**src/common/dma_dist_defs.svh**
```systemverilog
/*
 * DMA distribution stage parameters
 * Port count, region geometry, L1 window bounds and credit depths
 */
`ifndef DMA_DIST_DEFS_SVH
`define DMA_DIST_DEFS_SVH

// Backend ports and the bytes each one covers in the L1 window
`define DMA_NUM_PORTS    4
`define DMA_REGION_BYTES 256
`define DMA_WINDOW_BYTES (`DMA_REGION_BYTES * `DMA_NUM_PORTS)

`define DMA_ADDR_W 32

// Distributed L1 window, end is exclusive
`define DMA_L1_START 32'h1000_0000
`define DMA_L1_END   32'h1010_0000

// Credits and queue depths
`define DMA_REQ_CREDITS 4
`define DMA_BE_CREDITS  2
`define DMA_MASK_DEPTH  4

`endif

```
**src/common/dma_dist_pkg.sv**
```systemverilog
/*
 * DMA distribution package
 * Burst request, distribution mode and port mask types
 */
`default_nettype none

`include "dma_dist_defs.svh"

package dma_dist_pkg;

  // Split sends each port its own region share, dup copies to every port
  typedef enum logic {
    DIST_SPLIT = 1'b0,
    DIST_DUP   = 1'b1
  } dist_mode_e;

  typedef logic [`DMA_ADDR_W-1:0] addr_t;

  // One-dimensional burst, also used for the per-port slices
  typedef struct packed {
    addr_t      src;
    addr_t      dst;
    addr_t      num_bytes;
    dist_mode_e mode;
  } burst_req_t;

  // One bit per backend port
  typedef logic [`DMA_NUM_PORTS-1:0] port_mask_t;

endpackage

`default_nettype wire

```
**src/dist_midend/dma_completion_merge.sv**
```systemverilog
/*
 * Completion merge
 * Matches per-port completions against queued request masks and
 * emits one in-order done per request, plus the idle status
 */
`timescale 1ns/10ps
`default_nettype none

`include "dma_dist_defs.svh"

module dma_completion_merge (
  input  logic                      clk_i,
  input  logic                      rst_ni,
  input  logic                      mask_valid_i,
  output logic                      mask_ready_o,
  input  dma_dist_pkg::port_mask_t  mask_i,
  input  logic [`DMA_NUM_PORTS-1:0] be_done_i,
  input  logic [`DMA_NUM_PORTS-1:0] be_idle_i,
  input  logic                      intake_empty_i,
  output logic                      done_o,
  output logic                      idle_o
);

  // Done can lead its mask by the one request still in issue
  localparam int unsigned CNT_W = $clog2(`DMA_MASK_DEPTH + 2) + 1;

  dma_dist_pkg::port_mask_t  head_mask;
  logic                      head_ready, head_pop;
  logic                      mask_full, mask_empty;
  logic [CNT_W-1:0]          done_cnt_q [`DMA_NUM_PORTS];
  logic [`DMA_NUM_PORTS-1:0] port_ok;

  dma_credit_queue #(
    .payload_t (dma_dist_pkg::port_mask_t),
    .DEPTH     (`DMA_MASK_DEPTH)
  ) i_mask_queue (
    .clk_i   (clk_i),
    .rst_ni  (rst_ni),
    .push_i  (mask_valid_i),
    .data_i  (mask_i),
    .valid_o (),
    .ready_i (head_ready),
    .data_o  (head_mask),
    .pop_o   (head_pop),
    .empty_o (mask_empty),
    .full_o  (mask_full)
  );

  assign mask_ready_o = !mask_full;

  // A port is satisfied if uninvolved or holding an unused completion
  always_comb begin
    for (int unsigned i = 0; i < `DMA_NUM_PORTS; i++) begin
      port_ok[i] = !head_mask[i] || (done_cnt_q[i] != '0);
    end
  end

  assign head_ready = &port_ok;

  always_ff @(posedge clk_i or negedge rst_ni) begin
    if (!rst_ni) begin
      for (int unsigned i = 0; i < `DMA_NUM_PORTS; i++) begin
        done_cnt_q[i] <= '0;
      end
      done_o <= 1'b0;
      idle_o <= 1'b0;
    end else begin
      for (int unsigned i = 0; i < `DMA_NUM_PORTS; i++) begin
        done_cnt_q[i] <= done_cnt_q[i] + CNT_W'(be_done_i[i])
                         - CNT_W'(head_pop && head_mask[i]);
      end
      done_o <= head_pop;
      idle_o <= (&be_idle_i) && mask_empty && intake_empty_i;
    end
  end

endmodule

`default_nettype wire

```
**src/dist_midend/dma_port_issue.sv**
```systemverilog
/*
 * Port issue
 * Per-port credit counters, issues each involved slice once and
 * hands the request mask to completion merge on retirement
 */
`timescale 1ns/10ps
`default_nettype none

`include "dma_dist_defs.svh"

module dma_port_issue (
  input  logic                                          clk_i,
  input  logic                                          rst_ni,
  input  logic                                          slice_valid_i,
  output logic                                          slice_ready_o,
  input  dma_dist_pkg::burst_req_t [`DMA_NUM_PORTS-1:0] slice_i,
  input  dma_dist_pkg::port_mask_t                      mask_i,
  output dma_dist_pkg::burst_req_t [`DMA_NUM_PORTS-1:0] be_req_o,
  output logic [`DMA_NUM_PORTS-1:0]                     be_valid_o,
  input  logic [`DMA_NUM_PORTS-1:0]                     be_credit_i,
  output logic                                          mask_valid_o,
  input  logic                                          mask_ready_i,
  output dma_dist_pkg::port_mask_t                      mask_o
);

  localparam int unsigned CRD_W = $clog2(`DMA_BE_CREDITS + 1);

  logic [CRD_W-1:0]                  credit_q [`DMA_NUM_PORTS];
  logic [`DMA_NUM_PORTS-1:0]         has_credit;
  dma_dist_pkg::port_mask_t          pend_q, pend_rest;
  logic                              busy_q;
  logic                              accept, retire;

  always_comb begin
    for (int unsigned i = 0; i < `DMA_NUM_PORTS; i++) begin
      has_credit[i] = (credit_q[i] != '0);
    end
  end

  // Ports run independently
  assign be_valid_o = pend_q & has_credit;
  assign pend_rest  = pend_q & ~be_valid_o;

  // Retire once the last involved port is out, or at once with none
  assign mask_valid_o  = busy_q && (pend_rest == '0);
  assign retire        = mask_valid_o && mask_ready_i;
  assign slice_ready_o = !busy_q || retire;
  assign accept        = slice_valid_i && slice_ready_o;

  always_ff @(posedge clk_i or negedge rst_ni) begin
    if (!rst_ni) begin
      busy_q <= 1'b0;
      pend_q <= '0;
    end else if (accept) begin
      busy_q <= 1'b1;
      pend_q <= mask_i;
    end else begin
      if (retire) begin
        busy_q <= 1'b0;
      end
      pend_q <= pend_rest;
    end
  end

  always_ff @(posedge clk_i or negedge rst_ni) begin
    if (!rst_ni) begin
      for (int unsigned i = 0; i < `DMA_NUM_PORTS; i++) begin
        credit_q[i] <= CRD_W'(`DMA_BE_CREDITS);
      end
    end else begin
      for (int unsigned i = 0; i < `DMA_NUM_PORTS; i++) begin
        credit_q[i] <= credit_q[i] + CRD_W'(be_credit_i[i]) - CRD_W'(be_valid_o[i]);
      end
    end
  end

  always_ff @(posedge clk_i) begin
    if (accept) begin
      be_req_o <= slice_i;
      mask_o   <= mask_i;
    end
  end

endmodule

`default_nettype wire

```
**src/dist_midend/dma_slice_calc.sv**
```systemverilog
/*
 * Slice calculation
 * Cuts one burst into per-port slices of the interleaved L1 window
 * and registers the slice set with its involved-port mask
 */
`timescale 1ns/10ps
`default_nettype none

`include "dma_dist_defs.svh"

module dma_slice_calc (
  input  logic                                          clk_i,
  input  logic                                          rst_ni,
  input  logic                                          req_valid_i,
  output logic                                          req_ready_o,
  input  dma_dist_pkg::burst_req_t                      req_i,
  output logic                                          slice_valid_o,
  input  logic                                          slice_ready_i,
  output dma_dist_pkg::burst_req_t [`DMA_NUM_PORTS-1:0] slice_o,
  output dma_dist_pkg::port_mask_t                      mask_o
);

  localparam int unsigned OFF_W = $clog2(`DMA_WINDOW_BYTES);
  localparam dma_dist_pkg::addr_t REGION = dma_dist_pkg::addr_t'(`DMA_REGION_BYTES);

  dma_dist_pkg::addr_t anchor, off, span_end;
  dma_dist_pkg::addr_t reg_lo [`DMA_NUM_PORTS];
  dma_dist_pkg::addr_t reg_hi [`DMA_NUM_PORTS];
  dma_dist_pkg::addr_t beg    [`DMA_NUM_PORTS];
  dma_dist_pkg::addr_t fin    [`DMA_NUM_PORTS];
  dma_dist_pkg::burst_req_t [`DMA_NUM_PORTS-1:0] slice_d;
  dma_dist_pkg::port_mask_t mask_d;
  logic src_in_l1;
  logic accept;
  logic valid_q;

  // Anchor on whichever side of the copy sits in L1
  assign src_in_l1 = (req_i.src >= `DMA_L1_START) && (req_i.src < `DMA_L1_END);
  assign anchor    = src_in_l1 ? req_i.src : req_i.dst;
  assign off       = dma_dist_pkg::addr_t'(anchor[OFF_W-1:0]);
  assign span_end  = off + req_i.num_bytes;

  always_comb begin
    for (int unsigned i = 0; i < `DMA_NUM_PORTS; i++) begin
      reg_lo[i]  = dma_dist_pkg::addr_t'(i * `DMA_REGION_BYTES);
      reg_hi[i]  = dma_dist_pkg::addr_t'((i + 1) * `DMA_REGION_BYTES);
      beg[i]     = (off > reg_lo[i]) ? off : reg_lo[i];
      fin[i]     = (span_end < reg_hi[i]) ? span_end : reg_hi[i];
      slice_d[i] = req_i;
      if (req_i.mode == dma_dist_pkg::DIST_DUP) begin
        // Same source, placed at the matching offset of each region
        mask_d[i]            = 1'b1;
        slice_d[i].dst       = req_i.dst + reg_lo[i];
        slice_d[i].num_bytes = (req_i.num_bytes < REGION) ? req_i.num_bytes : REGION;
      end else begin
        mask_d[i] = (reg_lo[i] < span_end) && (reg_hi[i] > off);
        if (mask_d[i]) begin
          slice_d[i].src       = req_i.src + (beg[i] - off);
          slice_d[i].dst       = req_i.dst + (beg[i] - off);
          slice_d[i].num_bytes = fin[i] - beg[i];
        end else begin
          // Never issued, kept empty
          slice_d[i].num_bytes = '0;
        end
      end
    end
  end

  // Take a new request when empty or when the held set leaves this cycle
  assign req_ready_o   = !valid_q || slice_ready_i;
  assign accept        = req_valid_i && req_ready_o;
  assign slice_valid_o = valid_q;

  always_ff @(posedge clk_i or negedge rst_ni) begin
    if (!rst_ni) begin
      valid_q <= 1'b0;
    end else if (accept) begin
      valid_q <= 1'b1;
    end else if (slice_ready_i) begin
      valid_q <= 1'b0;
    end
  end

  always_ff @(posedge clk_i) begin
    if (accept) begin
      slice_o <= slice_d;
      mask_o  <= mask_d;
    end
  end

endmodule

`default_nettype wire

```
**src/rtl/dma_credit_queue.sv**
```systemverilog
/*
 * Credit queue
 * Circular FIFO with a generic payload type, pop_o flags each output handshake
 */
`timescale 1ns/10ps
`default_nettype none

module dma_credit_queue #(
  parameter type         payload_t = logic,
  parameter int unsigned DEPTH     = 4
) (
  input  logic     clk_i,
  input  logic     rst_ni,
  input  logic     push_i,
  input  payload_t data_i,
  output logic     valid_o,
  input  logic     ready_i,
  output payload_t data_o,
  output logic     pop_o,
  output logic     empty_o,
  output logic     full_o
);

  localparam int unsigned PTR_W = (DEPTH > 1) ? $clog2(DEPTH) : 1;
  localparam int unsigned CNT_W = $clog2(DEPTH + 1);

  payload_t mem_q [DEPTH];
  logic [PTR_W-1:0] wr_ptr_q, rd_ptr_q;
  logic [CNT_W-1:0] count_q;
  logic             do_push;

  assign empty_o = (count_q == '0);
  assign full_o  = (count_q == CNT_W'(DEPTH));
  assign valid_o = !empty_o;
  assign pop_o   = valid_o && ready_i;
  assign data_o  = mem_q[rd_ptr_q];

  // Upstream credits keep pushes off a full queue
  assign do_push = push_i && !full_o;

  always_ff @(posedge clk_i or negedge rst_ni) begin
    if (!rst_ni) begin
      wr_ptr_q <= '0;
      rd_ptr_q <= '0;
      count_q  <= '0;
    end else begin
      if (do_push) begin
        wr_ptr_q <= (wr_ptr_q == PTR_W'(DEPTH - 1)) ? '0 : wr_ptr_q + 1'b1;
      end
      if (pop_o) begin
        rd_ptr_q <= (rd_ptr_q == PTR_W'(DEPTH - 1)) ? '0 : rd_ptr_q + 1'b1;
      end
      count_q <= count_q + CNT_W'(do_push) - CNT_W'(pop_o);
    end
  end

  always_ff @(posedge clk_i) begin
    if (do_push) begin
      mem_q[wr_ptr_q] <= data_i;
    end
  end

endmodule

`default_nettype wire

```
**src/rtl/dma_dist_top.sv**
```systemverilog
/*
 * DMA distribution stage top
 * Intake queue, slice calculation, port issue and completion merge
 */
`timescale 1ns/10ps
`default_nettype none

`include "dma_dist_defs.svh"

module dma_dist_top (
  input  logic                                          clk_i,
  input  logic                                          rst_ni,
  input  dma_dist_pkg::burst_req_t                      req_i,
  input  logic                                          req_valid_i,
  output logic                                          req_credit_o,
  output dma_dist_pkg::burst_req_t [`DMA_NUM_PORTS-1:0] be_req_o,
  output logic [`DMA_NUM_PORTS-1:0]                     be_valid_o,
  input  logic [`DMA_NUM_PORTS-1:0]                     be_credit_i,
  input  logic [`DMA_NUM_PORTS-1:0]                     be_done_i,
  input  logic [`DMA_NUM_PORTS-1:0]                     be_idle_i,
  output logic                                          done_o,
  output logic                                          idle_o
);

  dma_dist_pkg::burst_req_t                      intake_req;
  logic                                          intake_valid, intake_ready;
  logic                                          intake_empty;
  dma_dist_pkg::burst_req_t [`DMA_NUM_PORTS-1:0] slices;
  dma_dist_pkg::port_mask_t                      slice_mask, issue_mask;
  logic                                          slice_valid, slice_ready;
  logic                                          mask_valid, mask_ready;

  // Each pop returns one credit upstream
  dma_credit_queue #(
    .payload_t (dma_dist_pkg::burst_req_t),
    .DEPTH     (`DMA_REQ_CREDITS)
  ) i_intake_queue (
    .clk_i   (clk_i),
    .rst_ni  (rst_ni),
    .push_i  (req_valid_i),
    .data_i  (req_i),
    .valid_o (intake_valid),
    .ready_i (intake_ready),
    .data_o  (intake_req),
    .pop_o   (req_credit_o),
    .empty_o (intake_empty),
    .full_o  ()
  );

  dma_slice_calc i_slice_calc (
    .clk_i         (clk_i),
    .rst_ni        (rst_ni),
    .req_valid_i   (intake_valid),
    .req_ready_o   (intake_ready),
    .req_i         (intake_req),
    .slice_valid_o (slice_valid),
    .slice_ready_i (slice_ready),
    .slice_o       (slices),
    .mask_o        (slice_mask)
  );

  dma_port_issue i_port_issue (
    .clk_i         (clk_i),
    .rst_ni        (rst_ni),
    .slice_valid_i (slice_valid),
    .slice_ready_o (slice_ready),
    .slice_i       (slices),
    .mask_i        (slice_mask),
    .be_req_o      (be_req_o),
    .be_valid_o    (be_valid_o),
    .be_credit_i   (be_credit_i),
    .mask_valid_o  (mask_valid),
    .mask_ready_i  (mask_ready),
    .mask_o        (issue_mask)
  );

  dma_completion_merge i_completion_merge (
    .clk_i          (clk_i),
    .rst_ni         (rst_ni),
    .mask_valid_i   (mask_valid),
    .mask_ready_o   (mask_ready),
    .mask_i         (issue_mask),
    .be_done_i      (be_done_i),
    .be_idle_i      (be_idle_i),
    .intake_empty_i (intake_empty),
    .done_o         (done_o),
    .idle_o         (idle_o)
  );

endmodule

`default_nettype wire

```
**config.mk**
```make
export PLATFORM = sky130hd
export DESIGN_NAME = dma_dist_top
export DESIGN_NICKNAME = d
export VERILOG_FILES = /design/src/common/dma_dist_pkg.sv /design/src/dist_midend/dma_completion_merge.sv /design/src/dist_midend/dma_port_issue.sv /design/src/dist_midend/dma_slice_calc.sv /design/src/rtl/dma_credit_queue.sv /design/src/rtl/dma_dist_top.sv
export VERILOG_INCLUDE_DIRS = /design/src /design/src/common
export SDC_FILE = /design/constraint.sdc
export NUM_CORES = 1
export LEC_CHECK = 0
export BUFFER_PORTS_ARGS = -buffer_cell sky130_fd_sc_hd__buf_4
export CAP_MARGIN = 30
export CORE_MARGIN = 3
export CORE_UTILIZATION = 45
export DETAILED_ROUTE_END_ITERATION = 12
export GPL_ROUTABILITY_DRIVEN = 0
export PLACE_DENSITY = 0.65
export SLEW_MARGIN = 20
export SYNTH_ARGS = -nofsm -noshare
export SYNTH_HDL_FRONTEND = slang
export SYNTH_SLANG_ARGS = --single-unit
```
**constraint.sdc**
```tcl
create_clock -name clk_i -period 11.59 [get_ports clk_i]
set_input_delay 1.159 -clock clk_i [delete_from_list [all_inputs] [get_ports clk_i]]
set_output_delay 1.159 -clock clk_i [all_outputs]
set_load 0.01 [all_outputs]
```
# Word-level counts from Yosys, hierarchy flattened
# Memory sizes are Yosys's and may differ from the RTL's.
# Cells that the tools add are included.
# Widths: inputs -> output; s select.
# totals
register_bits	824
ramBits	404
out_inout_bits	395
memories	2
# op_classes
n_addsub	44
n_lt_le_gt_ge	19
eq_ne	6
mux	39
bitwise	3
reduce_logical	48
# mem_list
memory	words	word_bits	rd	rd_ports_with_merged_regs	wr	line_no	text
i_intake_queue.mem_q	4	97	1	0	1	dma_credit_queue.sv:27	payload_t mem_q [DEPTH];
i_completion_merge.i_mask_queue.mem_q	4	4	1	0	1	dma_credit_queue.sv:27	
# op_table
cell	count
$mux 64	8
$mux 32	13
$add 32x32->32	8
$sub 32x10->32	4
$sub 32x32->32	4
$add 32x10->32 const B	2
$lt 10x32->1 const A	2
$lt 32x10->1 const B	2
$lt 32x9->1 const B	2
$mux 10	5
$add 10x32->32	1
$add 32x9->32 const B	1
$ge 32x29->1 const B	1
$lt 1x32->1 const A	1
$lt 32x11->1 const B	1
$lt 32x29->1 const B	1
$lt 9x32->1 const A	1
$gt 10x10->1 const A	2
$gt 10x10->1 const B	2
$logic_and 1x1->1	17
$add 4x1->4	4
$reduce_bool 4->1	4
$sub 4x1->4	4
$reduce_bool 2->1	6
other kinds (21)	63

# Depth between registers and ports, before layout
# logic_depth
ltp_word	11
ltp_mapped	40
mapped_depth_nobuf	32

# Hierarchy
# A second synthesis with hierarchy kept.
# unflattened
hier_cells	4582
area_unflattened_um2	60558.1
# modules_own_cells
mod	n_inst	cells_per_inst	area_per_inst_um2
dma_slice_calc	1	3410	31468.9
dma_credit_queue at i_intake_queue	1	547	14422.6
dma_port_issue	1	461	12504.5
dma_completion_merge	1	103	1118.6
dma_credit_queue at i_completion_merge.i_mask_queue	1	61	1043.5

# Worst setup path before layout
# No wires, ideal clock.
# synth_path
kind	register to register
from	register i_port_issue.credit_q[3] (netlist bit)
to	register i_intake_queue.count_q[2]
arrival_ns	11.073
required_ns	11.467
setup_slack_ns	0.394
stages_incl_launch_ff	16
synth_period_minus_slack_ns	11.196
path_cell_list	dfstp_2 > nor3b_1 > nor4_1 > and3_1 > clkbuf_1 > inv_1 > nand3_1 > nand2_1 > inv_1 > ha_1 > inv_1 > ha_1 > inv_1 > fa_1 > xnor2_1 > xnor2_1
# synth_via
elab_chain_cells	11
# synth_rtl
item	line_no	text
start, declared	dma_port_issue.sv:28	logic [CRD_W-1:0] credit_q [`DMA_NUM_PORTS];
start signal, assigned by index	dma_port_issue.sv:68	credit_q[i] <= CRD_W'(`DMA_BE_CREDITS);
start signal, assigned by index	dma_port_issue.sv:72	credit_q[i] <= credit_q[i] + CRD_W'(be_credit_i[i]) - CRD_W'(be_valid_o[i]);
$reduce_bool 2->1	dma_port_issue.sv:36	has_credit[i] = (credit_q[i] != '0);
$and 4x4->4	dma_port_issue.sv:41	assign be_valid_o = pend_q & has_credit;
$not 4->4	dma_port_issue.sv:42	assign pend_rest = pend_q & ~be_valid_o;
$and 4x4->4	dma_port_issue.sv:42	
$logic_not 4->1	dma_port_issue.sv:45	assign mask_valid_o = busy_q && (pend_rest == '0);
$logic_and 1x1->1	dma_port_issue.sv:45	
$logic_and 1x1->1	dma_port_issue.sv:46	assign retire = mask_valid_o && mask_ready_i;
$logic_or 1x1->1	dma_port_issue.sv:47	assign slice_ready_o = !busy_q || retire;
$logic_or 1x1->1	dma_slice_calc.sv:70	assign req_ready_o = !valid_q || slice_ready_i;
$logic_and 1x1->1	dma_credit_queue.sv:35	assign pop_o = valid_o && ready_i;
named net req_credit_o	dma_dist_top.sv:15	output logic req_credit_o,
$sub 3x1->3	dma_credit_queue.sv:53	count_q <= count_q + CNT_W'(do_push) - CNT_W'(pop_o);
end signal, assigned	dma_credit_queue.sv:53	
end, declared	dma_credit_queue.sv:29	logic [CNT_W-1:0] count_q;
# The timed path passes the listed nets, and every way through them passes these cells.
# A chain may end at the register's enable or synchronous reset.

==> impl_summary.log <==
INFO  metric area_growth_syn_to_layout = 17.0%
INFO  metric die_height = between 300 and 400 um
INFO  metric syn_inst = around 4600
INFO  metric drt_pre_antenna_iters = 6
INFO  metric cts_sinks = around 1200
INFO  metric ys_dominant_reg_cell = sky130_fd_sc_hd__edfxtp_1
INFO  metric avgRoutedWirePerCell = about 24 um
INFO  metric maxCapViolCount = 0
INFO  metric slew_headroom = 0.357
INFO  metric h_tree_depth = 4
INFO  metric tritoncts_clock_tree = yes
INFO  metric initial_antenna_violation_count = 23
INFO  metric detail_route.iter0.violations = 4156
INFO  metric track_usage = 0.241
INFO  metric global_route.overflow_total = 0
INFO  metric std_cell_rows = 133
INFO  metric synth_warnings = 0
INFO  metric cts.path.max_buffers = 3
INFO  metric yosys.area.top_type_share = 0.588
INFO  metric endpoint_kind = flop
INFO  metric drc = 0
INFO  metric io_pins = 507
INFO  metric clk_transition_reported_paths = around 0.060 ns
INFO  metric synth.largest_area_cell = sky130_fd_sc_hd__edfxtp_1
INFO  metric port-buffer-count = roughly 500
INFO  metric worst_slew_pin_slew = 0.957 ns
INFO  metric placeableCoreArea = 132000 sq um
INFO  metric synth_sequential_area_ratio = 0.608
INFO  metric yosys.cell_types.count = between 90 and 100
INFO  metric detailedPlacementHpwl = around 130000 um
INFO  metric synth-async-reset-ratio = 0.0375
INFO  metric post_cts_resized = 0
INFO  metric holdCritPathClass = flop to flop
INFO  metric last_element_of_the_critical_path = i_slice_calc.slice_o[204]$_DFFE_PP_
INFO  metric grt_setup_unrepaired = false
INFO  metric finalNetCount = between 5000 and 6000
INFO  metric regToRegEndpoint = i_slice_calc.slice_o[204]$_DFFE_PP_
INFO  metric critPathBufInv = 3
INFO  metric start_util = 0.456
INFO  metric drive_gt1_frac = 0.173
INFO  metric cp.arrival = ~11 ns
INFO  metric cp.required = ~12 ns
INFO  metric final_min_period_over_clock_period = 0.876
INFO  metric crit_path_start = i_intake_queue.rd_ptr_q[0]$_DFFE_PN0P_
INFO  metric reg2reg_depth = 31
INFO  metric worst_setup_sp_type = flop
INFO  metric slowest_stage = sky130_fd_sc_hd__dfrtp_4
INFO  metric post_synth_instance_area = a little over 60000 sq um
INFO  metric die_area = approximately 140000 sq um
INFO  metric outcome = finished clean
INFO  metric first_pass_grt_wire_length = roughly 240000 um
INFO  metric cpLargestDelayFamily = compound AO/OA/AOI/OAI gates
INFO  metric achievable-frequency = roughly 98 MHz
INFO  metric cts_buffers = around 130
INFO  metric timing.final.max_slew_violations = 0
INFO  metric ys_seq_elements = 1228
INFO  metric grt_max_degree = between 100 and 150
INFO  metric drt-total-wl = around 170000 um
INFO  metric criticalPathCategory = flop to flop
INFO  metric min_period = around 10 ns
INFO  metric hold_ws = 0.415 ns
INFO  metric final-hold-violation-count = 0
INFO  metric finalSetupTns = 0 ns
INFO  metric root_buffer_master = sky130_fd_sc_hd__clkbuf_16
INFO  metric synth-edff-count = about 1200
INFO  metric via_per_inst = about 5.7
INFO  metric syn_avg_cell_area = between 10 and 15 sq um
INFO  metric setup_viol_count_final = 0
INFO  metric postRouteAntennaNets = 0
INFO  metric grt_pass1_vias = about 37000
INFO  metric cp_max_fo = 30
INFO  metric fin_skew = roughly 0.033 ns
INFO  metric insertion_delay = roughly 0.77 ns
INFO  metric finalCoreUtilization = 0.533
INFO  metric post-cts-setup-buffer-count = 0
INFO  metric layout.filler_cells = 10976
INFO  metric slowest_delay = roughly 0.80 ns
INFO  metric synth.top_cells.by_area = sky130_fd_sc_hd__edfxtp_1 59%, sky130_fd_sc_hd__ha_1 7.5%, sky130_fd_sc_hd__mux4_2 3.7%, sky130_fd_sc_hd__nand2_1 2.6%, sky130_fd_sc_hd__o21ai_0 2.5%
INFO  metric cts_hold_buffers = 0
INFO  metric critical_path.most_common_cell = sky130_fd_sc_hd__o21ai_0
INFO  metric crit-reg2reg-launch = i_intake_queue.rd_ptr_q[0]$_DFFE_PN0P_
INFO  metric timing.reg2reg.setup_slack = 1.43 ns
INFO  metric routed-via-count = 39959
INFO  metric die_w = between 300 and 400 um
INFO  metric worst-path-stages = 31
stage by stage:
step / setup WS [ns] / std cells / area [sq um]
after floorplan: 0.394 / 4640 / 60700
after global placement: 1.83 / 6785 / 66300
after detailed placement: 1.56 / 6787 / 66300
after CTS: 1.55 / 7017 / 70500
after global routing: 0.634 / 7021 / 70600
final: 1.43 / 7028 / 70600
how the worst min path moves through the flow:
stage / slack (ns) / depth (start not counted) / from / endpoint
after floorplan: 0.40 / 0 / i_slice_calc.slice_o[0]$_DFFE_PP_ / i_port_issue.be_req_o[0]$_DFFE_PP_
after global placement: 0.40 / 0 / i_slice_calc.slice_o[38]$_DFFE_PP_ / i_port_issue.be_req_o[38]$_DFFE_PP_
after detailed placement: 0.40 / 0 / i_slice_calc.slice_o[128]$_DFFE_PP_ / i_port_issue.be_req_o[128]$_DFFE_PP_
after CTS: 0.41 / 0 / i_slice_calc.slice_o[366]$_DFFE_PP_ / i_port_issue.be_req_o[366]$_DFFE_PP_
after global routing: 0.42 / 0 / i_slice_calc.slice_o[313]$_DFFE_PP_ / i_port_issue.be_req_o[313]$_DFFE_PP_
final: 0.41 / 0 / i_slice_calc.slice_o[253]$_DFFE_PP_ / i_port_issue.be_req_o[253]$_DFFE_PP_
cells in the mapped netlist (9+ instances only):
master and number:
sky130_fd_sc_hd__a2111oi_0 10, sky130_fd_sc_hd__a31oi_1 30, sky130_fd_sc_hd__o21a_1 48, sky130_fd_sc_hd__buf_2 38
sky130_fd_sc_hd__and3_1 35, sky130_fd_sc_hd__o21ai_1 11, sky130_fd_sc_hd__or3_1 17, sky130_fd_sc_hd__a21o_1 136
sky130_fd_sc_hd__and2_1 39, sky130_fd_sc_hd__mux4_2 100, sky130_fd_sc_hd__o22ai_1 12, sky130_fd_sc_hd__o21bai_1 39
sky130_fd_sc_hd__a21oi_1 221, sky130_fd_sc_hd__or2_2 17, sky130_fd_sc_hd__o221ai_1 18, sky130_fd_sc_hd__o311ai_0 9
sky130_fd_sc_hd__xnor2_1 165, sky130_fd_sc_hd__o21ai_0 300, sky130_fd_sc_hd__o31ai_1 32, sky130_fd_sc_hd__buf_4 16
sky130_fd_sc_hd__nor2_1 219, sky130_fd_sc_hd__a211oi_1 91, sky130_fd_sc_hd__a211o_1 18, sky130_fd_sc_hd__nor2b_1 27
sky130_fd_sc_hd__nand2b_1 46, sky130_fd_sc_hd__dfrtp_1 42, sky130_fd_sc_hd__clkbuf_1 84, sky130_fd_sc_hd__xor2_1 115
sky130_fd_sc_hd__o211ai_1 36, sky130_fd_sc_hd__fa_1 19, sky130_fd_sc_hd__nand4_1 25, sky130_fd_sc_hd__mux2i_1 13
sky130_fd_sc_hd__buf_1 9, sky130_fd_sc_hd__buf_6 9, sky130_fd_sc_hd__nand2_1 416, sky130_fd_sc_hd__a21boi_0 15
sky130_fd_sc_hd__inv_1 168, sky130_fd_sc_hd__nor3b_1 12, sky130_fd_sc_hd__nor3_1 92, sky130_fd_sc_hd__nand3_1 96
sky130_fd_sc_hd__mux2_2 13, sky130_fd_sc_hd__nor4_1 13, sky130_fd_sc_hd__edfxtp_1 1182, sky130_fd_sc_hd__ha_1 360
layout by cell type, fill, tap and decap left out, types with 90 or more instances in the layout:
cell and n:
sky130_fd_sc_hd__inv_1 166, sky130_fd_sc_hd__nor3_1 92, sky130_fd_sc_hd__a21o_1 136, sky130_fd_sc_hd__a211oi_1 91
sky130_fd_sc_hd__buf_4 545, sky130_fd_sc_hd__nand2_1 416, sky130_fd_sc_hd__xor2_1 115, sky130_fd_sc_hd__xnor2_1 165
sky130_fd_sc_hd__o21ai_0 300, sky130_fd_sc_hd__mux4_2 100, sky130_fd_sc_hd__clkbuf_16 134, sky130_fd_sc_hd__edfxtp_1 1182
sky130_fd_sc_hd__a21oi_1 221, sky130_fd_sc_hd__nor2_1 219, sky130_fd_sc_hd__ha_1 360, sky130_fd_sc_hd__conb_1 90
sky130_fd_sc_hd__nand3_1 96
area by class of cell:
cell class	instances	area (sq um)	area share
Timing Repair Buffer	550	4180	0.0592
Inverter	173	664	0.00941
Clock inverter	71	767	0.0109
Antenna cell	9	22.5	0.000319
Sequential cell	1228	36700	0.519
Tap cell	1755	2200	0.0311
Multi-Input combinational cell	3083	22600	0.321
Clock buffer	159	3450	0.0488
cells by family (layout without fill, tap and decap cells):
logic type,after synthesis,in the layout,share of synthesized area
xor gates and xnor gates,280,280,0.0406
other,2,99,0.000124
and+or+nand+nor,1086,1086,0.0836
muxes,137,137,0.0443
DFF,1228,1228,0.608
AOI/OAI and AO/OA,1111,1111,0.119
adders and majority gates,379,379,0.0810
buffers and inverters,329,953,0.0234
sequential cells by signal, indices dropped and copies added, names as in the netlist:
signal                                    flops
i_intake_queue.mem_q                        388
i_port_issue.be_req_o                       385
i_slice_calc.slice_o                        385
i_completion_merge.done_cnt_q                16
i_completion_merge.i_mask_queue.mem_q        16
i_port_issue.credit_q                         8
i_port_issue.mask_o                           4
i_port_issue.pend_q                           4
i_slice_calc.mask_o                           4
i_completion_merge.i_mask_queue.count_q       3
i_intake_queue.count_q                        3
i_completion_merge.i_mask_queue.rd_ptr_q      2
i_completion_merge.i_mask_queue.wr_ptr_q      2
i_intake_queue.rd_ptr_q                       2
i_intake_queue.wr_ptr_q                       2
i_completion_merge.done_o                     1
i_completion_merge.idle_o                     1
i_port_issue.busy_q                           1
i_slice_calc.slice_valid_o                    1
routing by layer:
| metal | wire (um) | up-vias | share of wire | GRT usage |
|---|---|---|---|---|
| met2 | 73800 | 1670 | 0.44 | 0.355 |
| met1 | 73500 | 19401 | 0.44 | 0.347 |
| met5 | 172 | - | 0.0010 | 0 |
| li1 | - | 18550 | - | - |
| met3 | 15000 | 316 | 0.089 | 0.0549 |
| met4 | 6400 | 22 | 0.038 | 0.0905 |
Power is left out: the tool's default activity adds up to more than one toggle a clock period on the data nets, which glitch-free logic cannot reach.
